===== config.mk =====
export PLATFORM = sky130hd
export DESIGN_NAME = axil_read_slave
export DESIGN_NICKNAME = d
export VERILOG_FILES = /design/src/hdl/axil_pkg.sv /design/src/hdl/axil_read_slave.sv
export SDC_FILE = /design/constraint.sdc
export NUM_CORES = 1
export LEC_CHECK = 0
export ABC_AREA = 1
export BUFFER_PORTS_ARGS = -buffer_cell sky130_fd_sc_hd__buf_2
export CORE_MARGIN = 2
export CORE_UTILIZATION = 31
export CTS_CLUSTER_SIZE = 40
export DETAILED_ROUTE_END_ITERATION = 8
export PLACE_DENSITY = 0.6
export SYNTH_ARGS = -nofsm -noshare
export SYNTH_HDL_FRONTEND = slang
export SYNTH_SLANG_ARGS = --single-unit

===== constraint.sdc =====
create_clock -name clock -period 1.94 [get_ports clock]
set_input_delay 0.194 -clock clock [delete_from_list [all_inputs] [get_ports clock]]
set_output_delay 0.194 -clock clock [all_outputs]
set_load 0.05 [all_outputs]

===== src/hdl/axil_pkg.sv =====
`default_nettype none

package axil_pkg;

    // bus widths
    localparam int ADDR_WIDTH = 32;
    localparam int DATA_WIDTH = 32;
    localparam int STRB_WIDTH = 4;
    localparam int BYTE_WIDTH = DATA_WIDTH / STRB_WIDTH;

    // 1024 words cover byte addresses 0 to 0xfff
    localparam int MEM_WORDS = 1024;
    localparam int WORD_INDEX_WIDTH = 10;
    // low address bits select a byte within the word
    localparam int WORD_LSB = 2;

    // modeled memory latency in cycles
    localparam int ACCESS_DELAY = 2;
    localparam int DELAY_COUNT_WIDTH = 5;
    localparam logic [DELAY_COUNT_WIDTH-1:0] DELAY_LAST = DELAY_COUNT_WIDTH'(ACCESS_DELAY);

    localparam logic [1:0] RESP_OKAY = 2'b00;
    localparam logic [1:0] RESP_SLVERR = 2'b10;

    typedef struct packed {
        logic [ADDR_WIDTH-1:0] addr;
    } axil_ar_t;

    typedef struct packed {
        logic [ADDR_WIDTH-1:0] addr;
    } axil_aw_t;

    typedef struct packed {
        logic [DATA_WIDTH-1:0] data;
        logic [STRB_WIDTH-1:0] strb;
    } axil_w_t;

    typedef struct packed {
        logic [DATA_WIDTH-1:0] data;
        logic [1:0]            resp;
    } axil_r_t;

    typedef struct packed {
        logic [1:0] resp;
    } axil_b_t;

    // word index is address bits 11:2
    function automatic logic [WORD_INDEX_WIDTH-1:0] word_index(input logic [ADDR_WIDTH-1:0] addr);
        return addr[WORD_LSB +: WORD_INDEX_WIDTH];
    endfunction

    // in range when nothing is set above the memory window
    function automatic logic addr_in_range(input logic [ADDR_WIDTH-1:0] addr);
        return addr[ADDR_WIDTH-1:WORD_LSB+WORD_INDEX_WIDTH] == '0;
    endfunction

endpackage

`default_nettype wire

===== src/hdl/axil_read_slave.sv =====
`timescale 1ns/10ps
`default_nettype none

module axil_read_slave
    import axil_pkg::*;
(
    input  logic                        clock,
    input  logic                        reset,
    input  axil_ar_t                    ar,
    input  logic                        arvalid,
    output logic                        arready,
    output axil_r_t                     r,
    output logic                        rvalid,
    input  logic                        rready,
    output logic                        rd_en,
    output logic [WORD_INDEX_WIDTH-1:0] rd_index,
    input  logic [DATA_WIDTH-1:0]       rd_data
);

    typedef enum logic [1:0] {
        R_IDLE,
        R_ACCESS,
        R_RESP
    } r_state_t;

    r_state_t                     state;
    r_state_t                     state_next;
    logic [DELAY_COUNT_WIDTH-1:0] delay_count;
    logic                         access_done;
    logic [WORD_INDEX_WIDTH-1:0]  index_q;
    logic                         in_range_q;
    axil_r_t                      r_q;

    assign arready = (state == R_IDLE);
    assign rvalid = (state == R_RESP);
    assign r = r_q;

    // last cycle of the modeled access
    assign access_done = (state == R_ACCESS) && (delay_count == DELAY_LAST);

    assign rd_en = access_done && in_range_q;
    assign rd_index = index_q;

    always_comb begin
        state_next = state;
        case (state)
            R_IDLE:   if (arvalid) state_next = R_ACCESS;
            R_ACCESS: if (access_done) state_next = R_RESP;
            R_RESP:   if (rready) state_next = R_IDLE;
            default:  state_next = R_IDLE;
        endcase
    end

    always_ff @(posedge clock) begin
        if (reset) begin
            state <= R_IDLE;
        end else begin
            state <= state_next;
        end
    end

    // counts from 1 on the capture edge
    always_ff @(posedge clock) begin
        if (reset) begin
            delay_count <= '0;
        end else if (arready && arvalid) begin
            delay_count <= DELAY_COUNT_WIDTH'(1);
        end else if ((state == R_ACCESS) && !access_done) begin
            delay_count <= delay_count + 1'b1;
        end
    end

    always_ff @(posedge clock) begin
        if (arready && arvalid) begin
            index_q <= word_index(ar.addr);
            in_range_q <= addr_in_range(ar.addr);
        end
    end

    // response is loaded once and held until rready
    always_ff @(posedge clock) begin
        if (access_done) begin
            if (in_range_q) begin
                r_q.data <= rd_data;
                r_q.resp <= RESP_OKAY;
            end else begin
                r_q.data <= '0;
                r_q.resp <= RESP_SLVERR;
            end
        end
    end

endmodule

`default_nettype wire


==> flow_summary.toml, run 1 <==
[status]
status = "finished, final reports clean"

[critical_path]
worstReg2RegStart = "delay_count[0]"
critPathArrivalTime_ns = 1.61
ff2ff_path_depth = 7
critPathLaunchType = "register"
r2r-end = "r[32]"
crit_type = "register to primary output"
critPathMaxFanout = 5
required_ns = 1.75
rrSetupSlack_ns = 0.39
endpoint_kind = "primary output"

[yosys]
ys_warn_count = 0
syn_inst = 188
syn_area_per_cell_um2 = 11.09
syn-num-nets = 258
yosysSeqAreaShare = 0.7007
syn_area_um2 = 2086
synth_seq_cells = 51
ys_types = 24

[floorplanning]
rows = 29
die_y_um = 86.03
die_x_um = 86.03
initial_utilization = 0.3248
dieArea_um2 = 7400
boundaryPins = 115
fp.coreArea_um2 = 6422

[place]
placed_cells = 374
gp_congestion = 0.6892
placed_area_um2 = 2744
portBuffers = 111
hpwl_um = 3503
dp_slack_ns = 0.3948

[run]
drv_cap = 0

[pwr]
p_leak_nw = 1.444
p_switching_mw = 0.5442
pwr-share-seq = 0.585
p_sw_frac = 0.2571
p_clk_frac = 0.278
internal-power_mw = 1.573
finalPower_mw = 2.117
combPwrFrac = 0.137
power.density_nw_per_um2 = 748.3
ir_worst_vdd_uv = 298.4

[worst_hold_path]
hold_path.class = "primary input to register"
hold_path_depth = 1
hold_end = "rd_index[9]"
min-delay-start = "ar[11]"

[routing]
drtIter0Drc = 65
drtPass1Iterations = 4
vias_per_cell = 4.147
routed_wl_um = 4511
detail-route-antenna-nets = 0
drcViolationCount = 0
vias = 1584
wire_per_inst_um = 11.81

[clock_network]
htreeDepth = 2
cts.root.buffer_cell = "clkbuf_8"
insertion_delay_ns = 0.30
cts_tree = "yes"
clkSlewWorstSetupHoldPaths_ns = 0.09
cts_hold_buf = 0
post-cts-setup-buffers = 0
cts_made_buffers = 5
clock_sinks = 51
cts_resized = 0
clockBufferDepth = 2

[timing]
layout_min_cycle_time_ns = 1.799
rsz0062_at_grt = "false"
hold_viol_final = 0
finalSetupTns_ns = 0
hold_slack_ns = 0.06405
fmax_ghz = 0.5557
clock_skew_ns = 0.007934
drv_slew = 0
layout_setup_ws_ns = 0.1405
finalSetupViolCount = 0
finalCritPeriodShare = 0.9276

[grt]
grt_max_degree = 33
grt_pass1_wl_um = 6810
grt.total_usage = 0.1220
grt.overflow.total = 0
grt_pass1_vias = 1504
antenna_found_initial = 0

[finish]
drive_gt1_frac = 0.4328
final_cell_mix = "111 x buf_2, 46 x nand2_1, 44 x edfxtp_1"
stdcell_area_um2 = 2829
final_common_cell = "buf_2"
final_cells = 382
area_delta_synth_final_pct = 35.63
diodes = 0
nNetsFinal = 374
final_core_util = 0.4405
[cell usage after synthesis (all sizes together)]
cell type / n / share of area
o21ai: 1 / 0.0024
conb: 1 / 0.0018
nand2: 49 / 0.094
ha: 2 / 0.012
nand3: 2 / 0.0048
clkbuf: 1 / 0.0018
o21ba: 1 / 0.0048
nor4: 1 / 0.0030
inv: 42 / 0.076
edfxtp: 44 / 0.63
nor2: 22 / 0.053
a21oi: 5 / 0.017
buf: 4 / 0.011
dfxtp: 7 / 0.067
nand4: 3 / 0.0090
nor3: 2 / 0.0048
xor2: 1 / 0.0042
[sequential cells by signal (all words and copies together), names as in the netlist]
register and cells:
in_range_q 1, r 33, rd_index 10, state 2
delay_count 5
[worst max path at each step]
stage,start,end,slack [ns],depth (start not counted)
after floorplan,delay_count[0],r[10],0.22,6
after global placement,delay_count[0],r[28],0.43,7
after detailed placement,delay_count[0],r[28],0.39,7
after CTS,delay_count[0],rd_en,0.12,7
after global routing,delay_count[0],rd_en,0.03,7
final,delay_count[0],rd_en,0.14,7
[logic make-up after synthesis]
logic type	count (synthesis)	share of synthesized area
AOI/OAI and AO/OA	7	0.02460
xor gates and xnor gates	1	0.004200
adders and majority gates	2	0.01200
buffers and inverters	47	0.08818
DFF	51	0.7007
other	1	0.001798
and+or+nand+nor	79	0.1686
[area by class of cell]
| cell class | count | area, um2 |
|---|---|---|
| inverters | 42 | 157.7 |
| fillers | 633 | 3593 |
| repair buffers | 114 | 578.1 |
| flip-flops and latches | 51 | 1461 |
| multi-input cells | 90 | 450.4 |
| well taps | 77 | 96.34 |
| clock inverters | 2 | 12.51 |
| clock buffers | 6 | 72.57 |
[per-layer routing]
metal | vias up | routed length [um] | track usage | share of wire
met1 | 701 | 1835 | 0.1368 | 0.41
met3 | 6 | 328 | 0.04139 | 0.073
li1 | 814 | - | - | -
met4 | 0 | 46 | 0.03463 | 0.010
met5 | - | 0 | 0 | 0
met2 | 63 | 2301 | 0.2192 | 0.51
[power groups by stage]
stage	Sequential [mW]	Clock [mW]	Combinational, mW
global placement	1.26	0	0.289
finish	1.24	0.588	0.291
global route	1.24	0.661	0.320
detailed placement	1.26	0	0.294
floorplan	1.34	0	0.109
CTS	1.24	0.617	0.295
[worst max-delay path, stage by stage, from the launching register on]
cell and delay (ns):
dfxtp_1 0.35, inv_1 0.10, ha_1 0.14, inv_1 0.06, nor2_4 0.13, nand2_4 0.09
nor3_2 0.13, buf_2 0.29
No activity file was read; power rests on OpenSTA's default activity.
==> run 2, diff against run 1 <==
--- a/config.mk
+++ b/config.mk
@@ -12,6 +12,7 @@
 export CTS_CLUSTER_SIZE = 40
 export DETAILED_ROUTE_END_ITERATION = 8
 export PLACE_DENSITY = 0.6
+export RECOVER_POWER = 25
 export SYNTH_ARGS = -nofsm -noshare
 export SYNTH_HDL_FRONTEND = slang
 export SYNTH_SLANG_ARGS = --single-unit
==> flow_summary.toml, run 2 (synthesized netlist as in run 1, its figures left out) <==
[place]
hpwl_um = 3503
placed_cells = 374
placed_area_um2 = 2744
portBuffers = 111
gp_congestion = 0.6892

[pwr]
internal-power_mw = 1.572
p_sw_frac = 0.2571
ir_worst_vdd_uv = 298.4
p_clk_frac = 0.278
power.density_nw_per_um2 = 748.8
p_leak_nw = 1.443
p_switching_mw = 0.5442
combPwrFrac = 0.137
finalPower_mw = 2.116
pwr-share-seq = 0.585

[clock_network]
clock_sinks = 51
cts_resized = 0
insertion_delay_ns = 0.30
post-cts-setup-buffers = 0
cts_made_buffers = 5
cts_tree = "yes"
htreeDepth = 2
cts.root.buffer_cell = "clkbuf_8"
cts_hold_buf = 0
clkSlewWorstSetupHoldPaths_ns = 0.09
clockBufferDepth = 2

[timing]
rsz0062_at_grt = "false"
finalSetupTns_ns = 0
layout_min_cycle_time_ns = 1.799
hold_viol_final = 0
finalCritPeriodShare = 0.9276
clock_skew_ns = 0.007934
finalSetupViolCount = 0
relSlewSlack = 0.5931
drv_slew = 0
tightest_slew_ns = 0.6104
fmax_ghz = 0.5557

[critical_path]
r2r-end = "r[32]"
crit_type = "register to primary output"
ff2ff_path_depth = 7
critPathMaxFanout = 5
crit_start = "delay_count[0]"
critPathLaunchType = "register"
endpoint = "rd_en"
worstReg2RegStart = "delay_count[0]"
required_ns = 1.75
endpoint_kind = "primary output"
rrSetupSlack_ns = 0.39
critPathArrivalTime_ns = 1.61

[grt]
grt_pass1_wl_um = 6810
grt_max_degree = 33
grt.overflow.total = 0
antenna_found_initial = 0
grt_pass1_vias = 1504
grt.total_usage = 0.1220

[routing]
drtPass1Iterations = 4
vias = 1584
wire_per_inst_um = 11.81
routed_wl_um = 4511
detail-route-antenna-nets = 0
drcViolationCount = 0
vias_per_cell = 4.147
drtIter0Drc = 65

[finish]
final_cells = 382
nFillCells = 632
final_common_cell = "buf_2"
nNetsFinal = 374
final_core_util = 0.4401
drive_gt1_frac = 0.4328
final_cell_mix = "111 x buf_2, 46 x nand2_1, 44 x edfxtp_1"
area_delta_synth_final_pct = 35.51
largest_reg_flops = 33
diodes = 0
stdcell_area_um2 = 2826

[floorplanning]
fp.coreArea_um2 = 6422
rows = 29
boundaryPins = 115
dieArea_um2 = 7400
initial_utilization = 0.3248
die_x_um = 86.03
die_y_um = 86.03

[run]
drv_cap = 0

[worst_hold_path]
hold_path.class = "primary input to register"

[status]
status = "finished, final reports clean"
## run 2: worst max-delay path, stage by stage (launching register included)
cell and delay [ns]:
dfxtp_1 0.35, inv_1 0.10, ha_1 0.14, inv_1 0.06, nor2_4 0.13, nand2_4 0.09
nor3_2 0.13, buf_2 0.29
## run 2: worst min-delay path by stage
stage	startpoint	endpoint	slack, ns	cells after the start
6_report	ar[11]	rd_index[9]	0.06	1
5_1_grt	ar[5]	rd_index[3]	0.04	1
4_1_cts	ar[5]	rd_index[3]	0.05	1
3_5_place_dp	ar[10]	rd_index[8]	0.37	1
3_3_place_gp	ar[7]	rd_index[5]	0.37	1
2_1_floorplan	reset	state[0]	0.26	1
## run 2: final cells by class
| cell class | count | area (um2) | area share |
|---|---|---|---|
| flip-flops and latches | 51 | 1461 | 0.5170 |
| clock inverters | 2 | 12.51 | 0.004427 |
| well taps | 77 | 96.34 | 0.03409 |
| inverters | 42 | 157.7 | 0.05578 |
| multi-input cells | 90 | 450.4 | 0.1594 |
| clock buffers | 6 | 72.57 | 0.02568 |
| repair buffers | 114 | 575.6 | 0.2036 |
## run 2: power by group through the flow
stage | Combinational, mW | Sequential [mW] | Clock, mW
after floorplan | 0.109 | 1.34 | 0
after global placement | 0.289 | 1.26 | 0
after detailed placement | 0.294 | 1.26 | 0
after CTS | 0.295 | 1.24 | 0.617
after global routing | 0.320 | 1.24 | 0.661
final | 0.291 | 1.24 | 0.588
## run 2: stage by stage
stage | hold slack, ns | setup WS (ns)
after global placement | 0.3714 | 0.4305
after global routing | 0.04463 | 0.03428
final | 0.06407 | 0.1406
after detailed placement | 0.3723 | 0.3948
after CTS | 0.05319 | 0.1214
after floorplan | 0.2631 | 0.2194
## run 2: routing by layer
layer	GRT usage	up-vias	wire, um
met3	0.04139	6	328
met2	0.2192	63	2301
li1	-	814	-
met4	0.03463	0	46
met1	0.1368	701	1835
met5	0	-	0
==> run 3, diff against run 2 <==
--- a/config.mk
+++ b/config.mk
@@ -11,7 +11,7 @@
 export CORE_UTILIZATION = 31
 export CTS_CLUSTER_SIZE = 40
 export DETAILED_ROUTE_END_ITERATION = 8
-export PLACE_DENSITY = 0.6
+export PLACE_DENSITY = 0.57
 export RECOVER_POWER = 25
 export SYNTH_ARGS = -nofsm -noshare
 export SYNTH_HDL_FRONTEND = slang
==> constraint.sdc (replaced) <==
create_clock -name clock -period 1.8 [get_ports clock]
set_input_delay 0.18 -clock clock [delete_from_list [all_inputs] [get_ports clock]]
set_output_delay 0.18 -clock clock [all_outputs]
set_load 0.05 [all_outputs]
==> flow_summary.toml, run 3 (synthesized netlist as in run 1, its figures left out) <==
[timing]
hold_viol_final = 0
layout_min_cycle_time_ns = 1.675
finalCritPeriodShare = 0.9304
relSlewSlack = 0.5765
layout_setup_ws_ns = 0.1253
finalSetupViolCount = 0
clock_skew_ns = 0.008982
finalSetupTns_ns = 0
drv_slew = 0
fmax_ghz = 0.5971
tightest_slew_ns = 0.6352
rsz0062_at_grt = "false"

[pwr]
p_leak_nw = 1.472
ir_worst_vdd_uv = 335.8
power.density_nw_per_um2 = 890.3

[clock_network]
cts_tree = "yes"
cts_hold_buf = 0
clkSlewWorstSetupHoldPaths_ns = 0.09
htreeDepth = 2
clockBufferDepth = 2
cts_made_buffers = 5
cts_resized = 0
post-cts-setup-buffers = 0
insertion_delay_ns = 0.30
clock_sinks = 51
cts.root.buffer_cell = "clkbuf_8"

[finish]
final_cell_mix = "110 x buf_2, 46 x nand2_1, 44 x edfxtp_1"
drive_gt1_frac = 0.4375
multi_input_area_um2 = 456.7
nNetsFinal = 373
final_common_cell = "buf_2"
area_delta_synth_final_pct = 38.75
largest_reg_flops = 33
diodes = 0
nFillCells = 644
seq_area_um2 = 1464

[routing]
routed_wl_um = 4316
wire_per_inst_um = 11.33
vias = 1550
detail-route-antenna-nets = 0
drtPass1Iterations = 4
drtIter0Drc = 74
drcViolationCount = 0
vias_per_cell = 4.068

[floorplanning]
rows = 29
die_y_um = 86.03
boundaryPins = 115
dieArea_um2 = 7400
initial_utilization = 0.3248
fp.coreArea_um2 = 6422
die_x_um = 86.03

[worst_hold_path]
hold_path.class = "primary input to register"
hold_path_depth = 1

[grt]
grt_pass1_vias = 1517
antenna_found_initial = 0
grt_max_degree = 34
grt_pass1_wl_um = 6706
grt.overflow.total = 0
grt.total_usage = 0.1181

[critical_path]
critPathMaxFanout = 5
critPathArrivalTime_ns = 1.49
worstReg2RegStart = "delay_count[0]"
ff2ff_path_depth = 7
critPathLaunchType = "register"
endpoint = "rd_en"
crit_type = "register to primary output"
required_ns = 1.62
rrSetupSlack_ns = 0.26
r2r-end = "r[7]"
crit_start = "delay_count[0]"
endpoint_kind = "primary output"

[place]
gp_congestion = 0.7889
dp_slack_ns = 0.2577
portBuffers = 111
hpwl_um = 3166

[run]
drv_cap = 0

[status]
status = "finished, final reports clean"
## run 3: through the flow
step	instance area, um2	util	power, mW	instances	hold slack [ns]
detailed placement	2749	0.4280	1.679	373	0.3583
global placement	2749	0.4280	1.672	373	0.3569
CTS	2882	0.4487	2.618	381	0.03129
finish	2894	0.4506	2.576	381	0.04713
global route	2894	0.4506	2.695	381	0.02570
floorplan	2096	-	1.561	188	0.2491
## run 3: area by class of cell
type / count / area share
inverter: 42 / 0.05447
timing repair buffer: 113 / 0.2028
sequential: 51 / 0.5058
tap: 77 / 0.03329
multi-input combinational: 90 / 0.1578
clock inverter: 2 / 0.02075
clock buffer: 6 / 0.02508
## run 3: worst max-delay path, stage by stage, from the launching register on
cell	delay (ns)
dfxtp_2	0.35
inv_1	0.09
ha_1	0.15
inv_1	0.06
nor2_4	0.13
nand2_4	0.10
nor3_4	0.13
buf_6	0.18
## run 3: worst min path at each step
stage,to,from,slack (ns)
global placement,rd_index[5],ar[7],0.36
finish,rd_index[0],ar[2],0.05
floorplan,state[0],reset,0.25
detailed placement,rd_index[3],ar[5],0.36
CTS,rd_index[0],ar[2],0.03
global route,rd_index[4],ar[6],0.03
## run 3: report_power, final
group	switching (mW)	total (mW)	leakage [nW]	internal, mW
clock	0.371	0.927	0.0654	0.556
combinational	0.212	0.316	0.941	0.103
sequential	0.0133	1.33	0.466	1.32
## run 3: routing by layer
metal	global-route usage	vias up	share of wire	routed length [um]
met4	0.03896	0	0.013	56
met2	0.2114	64	0.50	2167
met1	0.1340	672	0.41	1767
met3	0.03465	5	0.075	325
li1	-	809	-	-
met5	0	-	0	0
