$ cat src/hdl/axil_pkg.sv
`default_nettype none

package axil_pkg;

    // bus widths
    localparam int ADDR_WIDTH = 32;
    localparam int DATA_WIDTH = 32;
    localparam int STRB_WIDTH = 4;
    localparam int BYTE_WIDTH = DATA_WIDTH / STRB_WIDTH;

    // 1024 words cover byte addresses 0 to 0xfff
    localparam int MEM_WORDS = 1024;
    localparam int WORD_INDEX_WIDTH = 10;
    // low address bits select a byte within the word
    localparam int WORD_LSB = 2;

    // modeled memory latency in cycles
    localparam int ACCESS_DELAY = 2;
    localparam int DELAY_COUNT_WIDTH = 5;
    localparam logic [DELAY_COUNT_WIDTH-1:0] DELAY_LAST = DELAY_COUNT_WIDTH'(ACCESS_DELAY);

    localparam logic [1:0] RESP_OKAY = 2'b00;
    localparam logic [1:0] RESP_SLVERR = 2'b10;

    typedef struct packed {
        logic [ADDR_WIDTH-1:0] addr;
    } axil_ar_t;

    typedef struct packed {
        logic [ADDR_WIDTH-1:0] addr;
    } axil_aw_t;

    typedef struct packed {
        logic [DATA_WIDTH-1:0] data;
        logic [STRB_WIDTH-1:0] strb;
    } axil_w_t;

    typedef struct packed {
        logic [DATA_WIDTH-1:0] data;
        logic [1:0]            resp;
    } axil_r_t;

    typedef struct packed {
        logic [1:0] resp;
    } axil_b_t;

    // word index is address bits 11:2
    function automatic logic [WORD_INDEX_WIDTH-1:0] word_index(input logic [ADDR_WIDTH-1:0] addr);
        return addr[WORD_LSB +: WORD_INDEX_WIDTH];
    endfunction

    // in range when nothing is set above the memory window
    function automatic logic addr_in_range(input logic [ADDR_WIDTH-1:0] addr);
        return addr[ADDR_WIDTH-1:WORD_LSB+WORD_INDEX_WIDTH] == '0;
    endfunction

endpackage

`default_nettype wire
$ cat src/hdl/axil_write_slave.sv
`timescale 1ns/10ps
`default_nettype none

module axil_write_slave
    import axil_pkg::*;
(
    input  logic                        clock,
    input  logic                        reset,
    input  axil_aw_t                    aw,
    input  logic                        awvalid,
    output logic                        awready,
    input  axil_w_t                     w,
    input  logic                        wvalid,
    output logic                        wready,
    output axil_b_t                     b,
    output logic                        bvalid,
    input  logic                        bready,
    output logic                        wr_en,
    output logic [WORD_INDEX_WIDTH-1:0] wr_index,
    output logic [DATA_WIDTH-1:0]       wr_data,
    output logic [STRB_WIDTH-1:0]       wr_strb
);

    typedef enum logic [2:0] {
        W_IDLE,
        W_WAIT_ADDR,
        W_WAIT_DATA,
        W_WRITE,
        W_RESP
    } w_state_t;

    w_state_t                     state;
    w_state_t                     state_next;
    logic [DELAY_COUNT_WIDTH-1:0] delay_count;
    logic                         aw_fire;
    logic                         w_fire;
    logic                         write_start;
    logic                         write_done;
    logic [WORD_INDEX_WIDTH-1:0]  index_q;
    logic                         in_range_q;
    axil_w_t                      w_q;
    axil_b_t                      b_q;

    assign awready = (state == W_IDLE) || (state == W_WAIT_ADDR);
    assign wready = (state == W_IDLE) || (state == W_WAIT_DATA);
    assign bvalid = (state == W_RESP);
    assign b = b_q;

    assign aw_fire = awvalid && awready;
    assign w_fire = wvalid && wready;

    // second half of the pair arrived, or both on the same edge
    assign write_start = (state != W_WRITE) && (state_next == W_WRITE);
    assign write_done = (state == W_WRITE) && (delay_count == DELAY_LAST);

    // single enable pulse, dropped for an address outside the memory
    assign wr_en = write_done && in_range_q;
    assign wr_index = index_q;
    assign wr_data = w_q.data;
    assign wr_strb = w_q.strb;

    always_comb begin
        state_next = state;
        case (state)
            W_IDLE: begin
                if (awvalid && wvalid) begin
                    state_next = W_WRITE;
                end else if (awvalid) begin
                    state_next = W_WAIT_DATA;
                end else if (wvalid) begin
                    state_next = W_WAIT_ADDR;
                end
            end
            W_WAIT_ADDR: if (awvalid) state_next = W_WRITE;
            W_WAIT_DATA: if (wvalid) state_next = W_WRITE;
            W_WRITE:     if (write_done) state_next = W_RESP;
            W_RESP:      if (bready) state_next = W_IDLE;
            default:     state_next = W_IDLE;
        endcase
    end

    always_ff @(posedge clock) begin
        if (reset) begin
            state <= W_IDLE;
        end else begin
            state <= state_next;
        end
    end

    always_ff @(posedge clock) begin
        if (reset) begin
            delay_count <= '0;
        end else if (write_start) begin
            delay_count <= DELAY_COUNT_WIDTH'(1);
        end else if ((state == W_WRITE) && !write_done) begin
            delay_count <= delay_count + 1'b1;
        end
    end

    // address and data latch independently as each one arrives
    always_ff @(posedge clock) begin
        if (aw_fire) begin
            index_q <= word_index(aw.addr);
            in_range_q <= addr_in_range(aw.addr);
        end
        if (w_fire) begin
            w_q <= w;
        end
    end

    always_ff @(posedge clock) begin
        if (write_done) begin
            b_q.resp <= in_range_q ? RESP_OKAY : RESP_SLVERR;
        end
    end

endmodule

`default_nettype wire

$ cat config.mk
export PLATFORM = sky130hd
export DESIGN_NAME = axil_write_slave
export DESIGN_NICKNAME = d
export VERILOG_FILES = /design/src/hdl/axil_pkg.sv /design/src/hdl/axil_write_slave.sv
export SDC_FILE = /design/constraint.sdc
export NUM_CORES = 1
export LEC_CHECK = 0
export ABC_CLOCK_PERIOD_IN_PS = 2000
export BUFFER_PORTS_ARGS = -buffer_cell sky130_fd_sc_hd__buf_2
export CAP_MARGIN = 20
export CORE_ASPECT_RATIO = 1.5
export CORE_MARGIN = 1.5
export CORE_UTILIZATION = 35
export DETAILED_ROUTE_END_ITERATION = 10
export PLACE_DENSITY = 0.71
export SLEW_MARGIN = 20
export SYNTH_ARGS = -nofsm -noshare
export SYNTH_HDL_FRONTEND = slang
export SYNTH_SLANG_ARGS = --single-unit
$ cat constraint.sdc
create_clock -name clock -period 2 [get_ports clock]
set_clock_uncertainty 0.15 [all_clocks]
set_input_delay 0.3 -clock clock [delete_from_list [all_inputs] [get_ports clock]]
set_output_delay 0.3 -clock clock [all_outputs]
set_load 0.005 [all_outputs]
==> flow_summary.json, run 1 <==
{
  "synth_area_per_cell_um2": 17.18,
  "slowest_delay_ps": 390,
  "cts_buffers": 5,
  "drive_gt1_frac": 0.5579,
  "cts_tree": "yes",
  "ys_async_sr_fraction": 0,
  "seq_area_frac_synth": 0.8247,
  "p_leak_nw": 1.172,
  "p_per_area_nw_per_um2": 771.0,
  "post-route-period-util": 0.9385,
  "grt_pass1_wl_um": 5664,
  "gp_congestion": 0.7855,
  "globalRouteOverflowTotal": 0,
  "port_buffers": 121,
  "worst-path-max-fanout": 4,
  "synthFlopType": "edfxtp_1",
  "whs_path_depth": 1,
  "hp-class": "in -> reg",
  "diodes": 0,
  "row_count": 33,
  "die_h_um": 94.23,
  "area_growth_pct": 41.30,
  "ant_nets": 0,
  "yosys_warnings": 0,
  "maxCapViolCount": 0,
  "slew_viol_final": 0,
  "crit_cells": 5,
  "initial_core_util": 0.3590,
  "path_buf_inv": 1,
  "grt_pass1_vias": 1298,
  "worstRegToRegCells": 4,
  "status": "complete, no violations",
  "antenna_found_initial": 0,
  "root_buffer": "clkbuf_8",
  "hpwl_um": 3175,
  "final_common_cell": "buf_2",
  "ir_drop_uv": 501.2,
  "clk_latency_ps": 290,
  "grt.total_usage": 0.1239,
  "setup_violations": 0,
  "synth-seq-cells": 56,
  "hold_slack_ps": 25.43,
  "dr.pass1.iters": 4,
  "postLayoutCellArea_um2": 2744,
  "core_um2": 5409,
  "criticalPathCategory": "reg -> out",
  "post_dp_cell_area_um2": 2629,
  "wl_met3_um": 340,
  "wl_met2_um": 2223,
  "grt_max_degree": 21,
  "fill_cells": 478,
  "max-clock-path-buffers": 2,
  "synth_area_um2": 1942,
  "min_period_ps": 1877,
  "clkTransAtPathRegs_ps": 90,
  "hold_viol": 0,
  "boundaryPins": 125,
  "routedWlPerCell_um": 12.73,
  "met1_length_um": 1378,
  "cp-start-kind": "flip-flop",
  "ys_types": 30,
  "fin_nets": 316,
  "die_w_um": 63.82,
  "cp.required_ps": 1550,
  "initialDrtViolationCount": 21,
  "crit_slowest_cell": "dfxtp_1",
  "critPathArrivalTime_ps": 1430,
  "design.die.area_um2": 6013,
  "routed_wirelength_um": 3972,
  "topRoutingLayerUsed": "met4",
  "synth-edff-count": 48,
  "critical-path-top-delay-family": "simple AND/OR/NAND/NOR gates",
  "rrSetupSlack_ps": 370,
  "htree_levels": 2,
  "cp_cell_sequence": "ha_1 > nor4b_4 > nand2_2 > nor2_1 > buf_2",
  "max_freq_ghz": 0.5327,
  "drt-vias-per-instance": 4.458,
  "syn_inst": 113,
  "drt_drc_violations_left": 0,
  "cts_sinks": 56,
  "cp-end-kind": "output port",
  "num_vias": 1391,
  "final_cell_mix": "121 x buf_2, 48 x edfxtp_1, 8 x dfxtp_1",
  "synthesis.nets": 188
}
-- state kept, by name (all words and copies together), names as in the netlist --
register     cells
b                1
wr_index        10
wr_strb          4
in_range_q       1
state            3
wr_data         32
delay_count      5
-- metal layers --
metal,vias to the layer above,track usage
met5,-,0
met4,0,0.03261
met3,2,0.04317
met2,78,0.2378
met1,626,0.1234
li1,685,-
-- stage by stage --
step                  util  setup slack (ps)  setup TNS, ps  power, W  std cells
floorplan                -             340.9              0  0.001442        113
CTS                 0.5020             22.36              0  0.002145        310
global placement    0.4860             317.6              0  0.001568        302
global route        0.5073            -2.779         -2.779  0.002211        312
detailed placement  0.4860             239.7              0  0.001576        302
finish              0.5073             122.9              0  0.002116        312
-- synthesized netlist by cell type (2+ instances only) --
library cell  count  area (um^2)
edfxtp_1         48         1441
dfxtp_1           8        160.2
nor2_1            7        26.28
nor4_1            7        43.79
a21oi_1           5        25.02
nand2_1           5        18.77
inv_1             3        11.26
nand3_1           3        15.01
a21o_1            2        15.01
and2_1            2        12.51
clkbuf_2          2        10.01
ha_1              2        25.02
or3_1             2        12.51
-- final cells by class --
cell class              count  area [um^2]  share of cell area
inverters                   3        11.26            0.004104
multi-input cells          50        325.3              0.1186
clock buffers               8        80.08             0.02918
well taps                  70        87.58             0.03192
repair buffers            125        638.1              0.2326
flip-flops and latches     56         1602              0.5837
-- power by group --
group          leakage [nW]  internal, W  switching (W)
Sequential            0.523      0.00134      0.0000202
Combinational         0.610     0.000102      0.0000881
Clock                0.0395     0.000250       0.000318
Total                  1.17      0.00169       0.000426
-- cells by family (layout without fill, tap and decap cells) --
group / count (synthesis) / after routing / synth area share
buf+inv: 7 / 136 / 0.01740
flops: 56 / 56 / 0.8247
fa+ha+maj: 2 / 2 / 0.01288
compound gates: 13 / 13 / 0.04188
simple gates: 34 / 34 / 0.1012
other cells: 1 / 1 / 0.001931
-- worst paths after layout --
check | end | start
max | wr_en | delay_count[1]$_SDFFE_PP0P_
min | wr_index[5]$_DFFE_PP_ | aw[7]
min reg2reg | delay_count[4]$_SDFFE_PP0P_ | delay_count[4]$_SDFFE_PP0P_
max reg2reg | delay_count[0]$_SDFFE_PP0P_ | delay_count[1]$_SDFFE_PP0P_
-- what timing repair did --
| item | in CTS | in global routing |
|---|---|---|
| buffers inserted | 0 | 1 |
| pin swaps | 0 | 1 |
| hold endpoints to repair | 0 | 1 |
| setup endpoints to repair | 1 | 1 |
| resized for setup | 1 | 3 |
| hold buffers | 0 | 1 |
Note: power is estimated with default switching activity, not from simulation.
==> run 2, diff against run 1 <==
Settings changed: PLACE_DENSITY 0.71 to 0.77, SLEW_MARGIN 20 to 10.
==> run 2 against run 1 <==
Compared with the run above:
- cell count grew 3.2%
- combinational power is 11% higher
- worst setup slack worse by 22 ps
- cell area grew 5.1%
- largest cell class unchanged
==> flow_summary.json, run 2 (synthesis gave the netlist of run 1 again) <==
{
  "initial_core_util": 0.3590,
  "final_common_cell": "buf_2",
  "setup_violations": 0,
  "ant_nets": 0,
  "max-clock-path-buffers": 2,
  "ir_drop_uv": 396.9,
  "htree_levels": 2,
  "post-route-period-util": 0.9493,
  "min_period_ps": 1899,
  "slowest_delay_ps": 350,
  "cts_buffers": 5,
  "row_count": 33,
  "area_growth_pct": 48.45,
  "p_total_w": 0.002166,
  "gp_congestion": 0.8050,
  "cp.required_ps": 1550,
  "final_cell_mix": "121 x buf_2, 48 x edfxtp_1, 13 x dlygate4sd3_1",
  "boundaryPins": 125,
  "status": "complete, no violations",
  "whs_path_depth": 1,
  "root_buffer": "clkbuf_8",
  "cts_sinks": 56,
  "cp_cell_sequence": "inv_2 > ha_4 > nor4b_4 > nand2_1 > nor2_1 > buf_2",
  "post_dp_cell_area_um2": 2634,
  "diodes": 0,
  "drive_gt1_frac": 0.5437,
  "die_h_um": 94.23,
  "grt_max_degree": 35,
  "num_vias": 1449,
  "critical-path-top-delay-family": "simple AND/OR/NAND/NOR gates",
  "grt.total_usage": 0.1276,
  "routedWlPerCell_um": 12.77,
  "grt_pass1_vias": 1367,
  "critPathArrivalTime_ps": 1450,
  "cp-start-kind": "flip-flop",
  "cts_tree": "yes",
  "p_per_area_nw_per_um2": 751.3,
  "criticalPathCategory": "reg -> out",
  "hold_viol": 0,
  "clkTransAtPathRegs_ps": 90,
  "postLayoutCellArea_um2": 2883,
  "cp-end-kind": "output port",
  "design.die.area_um2": 6013,
  "clk_latency_ps": 300,
  "hp-class": "in -> reg",
  "largest_reg_flops": 32,
  "core_um2": 5409,
  "die_w_um": 63.82,
  "hpwl_um": 3131,
  "drt_drc_violations_left": 0,
  "initialDrtViolationCount": 64,
  "crit_cells": 6,
  "fill_cells": 494,
  "dr.pass1.iters": 2,
  "drt-vias-per-instance": 4.500,
  "postCtsSetupRepairBufs": 0,
  "p_leak_nw": 1.218,
  "crit_slowest_cell": "dfxtp_2",
  "routed_wirelength_um": 4112,
  "fin_nets": 326,
  "slew_viol_final": 0,
  "maxCapViolCount": 0,
  "port_buffers": 121,
  "grt_pass1_wl_um": 5851,
  "worstRegToRegCells": 5,
  "antenna_found_initial": 0,
  "globalRouteOverflowTotal": 0,
  "worst-path-max-fanout": 3,
  "path_buf_inv": 2,
  "max_freq_ghz": 0.5267
}
==> run 2: cell count changes in the layout (fill, tap and decap cells not counted), moves of 2 or more <==
cell | before | now
buf_4 | 3 | 0
dlygate4sd3_1 | 1 | 13
dfxtp_1 | 8 | 6
clkbuf_1 | 3 | 1
dfxtp_2 | 0 | 2
==> run 2: final cells by class <==
class / instances / area (um^2) / share of cell area
Inverter: 3 / 11.26 / 0.003906
Tap cell: 70 / 87.58 / 0.03038
Sequential cell: 56 / 1604 / 0.5564
Multi-Input combinational cell: 50 / 335.3 / 0.1163
Timing Repair Buffer: 135 / 755.7 / 0.2622
Clock buffer: 6 / 72.57 / 0.02517
Clock inverter: 2 / 16.27 / 0.005642
==> run 2: routing by layer <==
metal,vias to the layer above,global-route usage,share of wire
met1,661,0.1134,0.34
met5,-,0,0
met2,79,0.2431,0.56
met3,6,0.05755,0.088
met4,0,0.04891,0.014
li1,703,-,-
==> run 2: per-stage QoR <==
stage / hold slack (ps) / TNS, ps / utilization / cells / setup WS, ps
2_1_floorplan: 219.1 / 0 / - / 113 / 340.9
3_3_place_gp: 327.2 / 0 / 0.4869 / 301 / 315.5
3_5_place_dp: 328.1 / 0 / 0.4869 / 301 / 283.3
4_1_cts: 0.7114 / 0 / 0.5045 / 309 / 28.20
5_1_grt: 0.3856 / -1.782 / 0.5330 / 322 / -1.782
6_report: 17.88 / 0 / 0.5330 / 322 / 101.4
==> run 2: worst paths after layout <==
| check | end | start | slack (ps) |
|---|---|---|---|
| setup / recovery | wr_en | delay_count[0]$_SDFFE_PP0P_ | 100 |
| hold / removal | wr_data[3]$_DFFE_PP_ | w[7] | 20 |
| setup reg to reg | delay_count[0]$_SDFFE_PP0P_ | delay_count[0]$_SDFFE_PP0P_ | 370 |
| hold reg to reg | delay_count[4]$_SDFFE_PP0P_ | delay_count[4]$_SDFFE_PP0P_ | 400 |
==> run 2: repair_timing <==
action                                  4_1_cts  5_1_grt
hold endpoints to repair                      0       13
hold buffers                                  0       13
resized for setup                             1        6
endpoints found under the setup margin        1        1
pin swaps                                     0        2
==> run 2: where the power goes <==
| group | internal, W | switching (W) | total [W] |
|---|---|---|---|
| Clock | 0.000250 | 0.000346 | 0.000595 |
| Sequential | 0.00134 | 0.0000208 | 0.00136 |
| Combinational | 0.000121 | 0.0000909 | 0.000212 |
==> run 3, diff against run 2 <==
Settings changed: ABC_CLOCK_PERIOD_IN_PS 2000 to default, HOLD_SLACK_MARGIN from default to 0.12, SKIP_CTS_REPAIR_TIMING from default to 1.
==> run 3 against run 2 <==
Compared with the run above:
- count of clock-buffer cells in the layout is the same
- combinational power grew 25%
- worst setup slack gained 12 ps
- critical endpoint unchanged
- highest routed layer unchanged
==> flow_summary.json, run 3 (synthesis gave the netlist of run 1 again) <==
{
  "combPwrFrac": 0.119,
  "p_leak_nw": 1.366,
  "routed_wirelength_um": 4498,
  "cp_cell_sequence": "inv_2 > ha_2 > nor4b_4 > nand2_1 > nor2_1 > buf_2",
  "critPathArrivalTime_ps": 1440,
  "cp-end-kind": "output port",
  "area_growth_pct": 65.98,
  "worst-path-max-fanout": 3,
  "max_freq_ghz": 0.5301,
  "min_from": "wvalid",
  "cts_tree": "yes",
  "port_buffers": 121,
  "initialDrtViolationCount": 48,
  "cp.required_ps": 1550,
  "routedWlPerCell_um": 12.60,
  "die_w_um": 63.82,
  "sw_frac_of_total": 0.2104,
  "criticalPathCategory": "reg -> out",
  "ant_nets": 0,
  "globalRouteOverflowTotal": 0,
  "met2_usage": 0.2405,
  "largest_reg_flops": 32,
  "setup_violations": 0,
  "cts_sinks": 56,
  "drive_gt1_frac": 0.4774,
  "cts_buffers": 5,
  "row_count": 33,
  "met3_usage": 0.05755,
  "status": "complete, no violations",
  "critical-path-top-delay-family": "simple AND/OR/NAND/NOR gates",
  "maxCapViolCount": 0,
  "final_common_cell": "buf_2",
  "gp_congestion": 0.8050,
  "dr.pass1.iters": 3,
  "drt-vias-per-instance": 4.443,
  "tns_ps": 0,
  "boundaryPins": 125,
  "drt_drc_violations_left": 0,
  "slew_viol_final": 0,
  "root_buffer": "clkbuf_8",
  "grt_pass1_wl_um": 5809,
  "cp-start-kind": "flip-flop",
  "p_seq_frac": 0.613,
  "crit_start": "delay_count[0]$_SDFFE_PP0P_",
  "p_per_area_nw_per_um2": 688.1,
  "fin_cells": 357,
  "path_buf_inv": 2,
  "post-route-period-util": 0.9433,
  "slowest_delay_ps": 350,
  "power_switching_w": 0.0004666,
  "design.die.area_um2": 6013,
  "diodes": 0,
  "clk_latency_ps": 300,
  "num_vias": 1586,
  "grt_pass1_vias": 1353,
  "hp-class": "in -> reg",
  "core_um2": 5409,
  "max-clock-path-buffers": 2,
  "grt.total_usage": 0.1268,
  "ir_drop_uv": 419.4,
  "htree_levels": 2,
  "crit_slowest_cell": "dfxtp_2",
  "use_met1": 0.1134,
  "crit-reg2reg-launch": "delay_count[0]$_SDFFE_PP0P_",
  "final_cell_mix": "121 x buf_2, 48 x edfxtp_1, 48 x dlygate4sd3_1",
  "fin_nets": 361,
  "initial_core_util": 0.3590,
  "clock_power_share": 0.268,
  "grt_busiest_layer": "met2",
  "hpwl_um": 3131,
  "min_period_ps": 1887,
  "hold_viol": 0,
  "antenna_found_initial": 0,
  "dp.cells": 301,
  "grt_max_degree": 35,
  "intPower_w": 0.001751,
  "clkTransAtPathRegs_ps": 90,
  "die_h_um": 94.23
}
## run 3: changes by cell type in the layout (fill, tap and decap cells not counted), sizes merged
cell	before	now
dlygate4sd3	13	48
## run 3: routing by layer
layer,up-vias,share of wire
met5,-,0
met4,0,0.019
met3,10,0.078
met2,79,0.56
met1,722,0.34
li1,775,-
## run 3: stage by stage
step | setup WS (ps) | cell area (um^2) | utilization | power [W] | hold slack (ps)
2_1_floorplan | 340.9 | 1943 | - | 0.001442 | 219.1
3_3_place_gp | 315.5 | 2634 | 0.4869 | 0.001568 | 327.2
3_5_place_dp | 283.3 | 2634 | 0.4869 | 0.001576 | 328.1
4_1_cts | -69.33 | 2723 | 0.5034 | 0.002170 | 0.7114
5_1_grt | -8.193 | 3223 | 0.5959 | 0.002311 | 127.5
6_report | 113.4 | 3223 | 0.5959 | 0.002218 | 122.5
## run 3: final cells by class
class	instances	area (um^2)
clock buffer	6	72.57
clock inverter	2	16.27
fill	453	2186
inverter	3	11.26
multi-input combinational	50	325.3
sequential	56	1604
tap	70	87.58
timing repair buffer	170	1106
## run 3: path summary, 6_finish.rpt
kind / end / slack [ps] / depth (start not counted)
worst min register to register: delay_count[1]$_SDFFE_PP0P_ / 390 / 2
worst min-delay path: state[0]$_SDFF_PP0_ / 120 / 3
worst max register to register: state[2]$_SDFF_PP0_ / 210 / 6
worst max-delay path: wr_en / 110 / 6
## run 3: worst min-delay path, cell delays in order
cell and delay [ps]:
buf_2 110, nor2_1 80, nor4_1 50
## run 3: power groups by stage
stage	Sequential, W	Combinational, W	Clock [W]
final	0.00136	0.000264	0.000594
after global routing	0.00137	0.000290	0.000655
after CTS	0.00136	0.000191	0.000621
after detailed placement	0.00139	0.000190	0
after global placement	0.00138	0.000186	0
after floorplan	0.00139	0.0000537	0
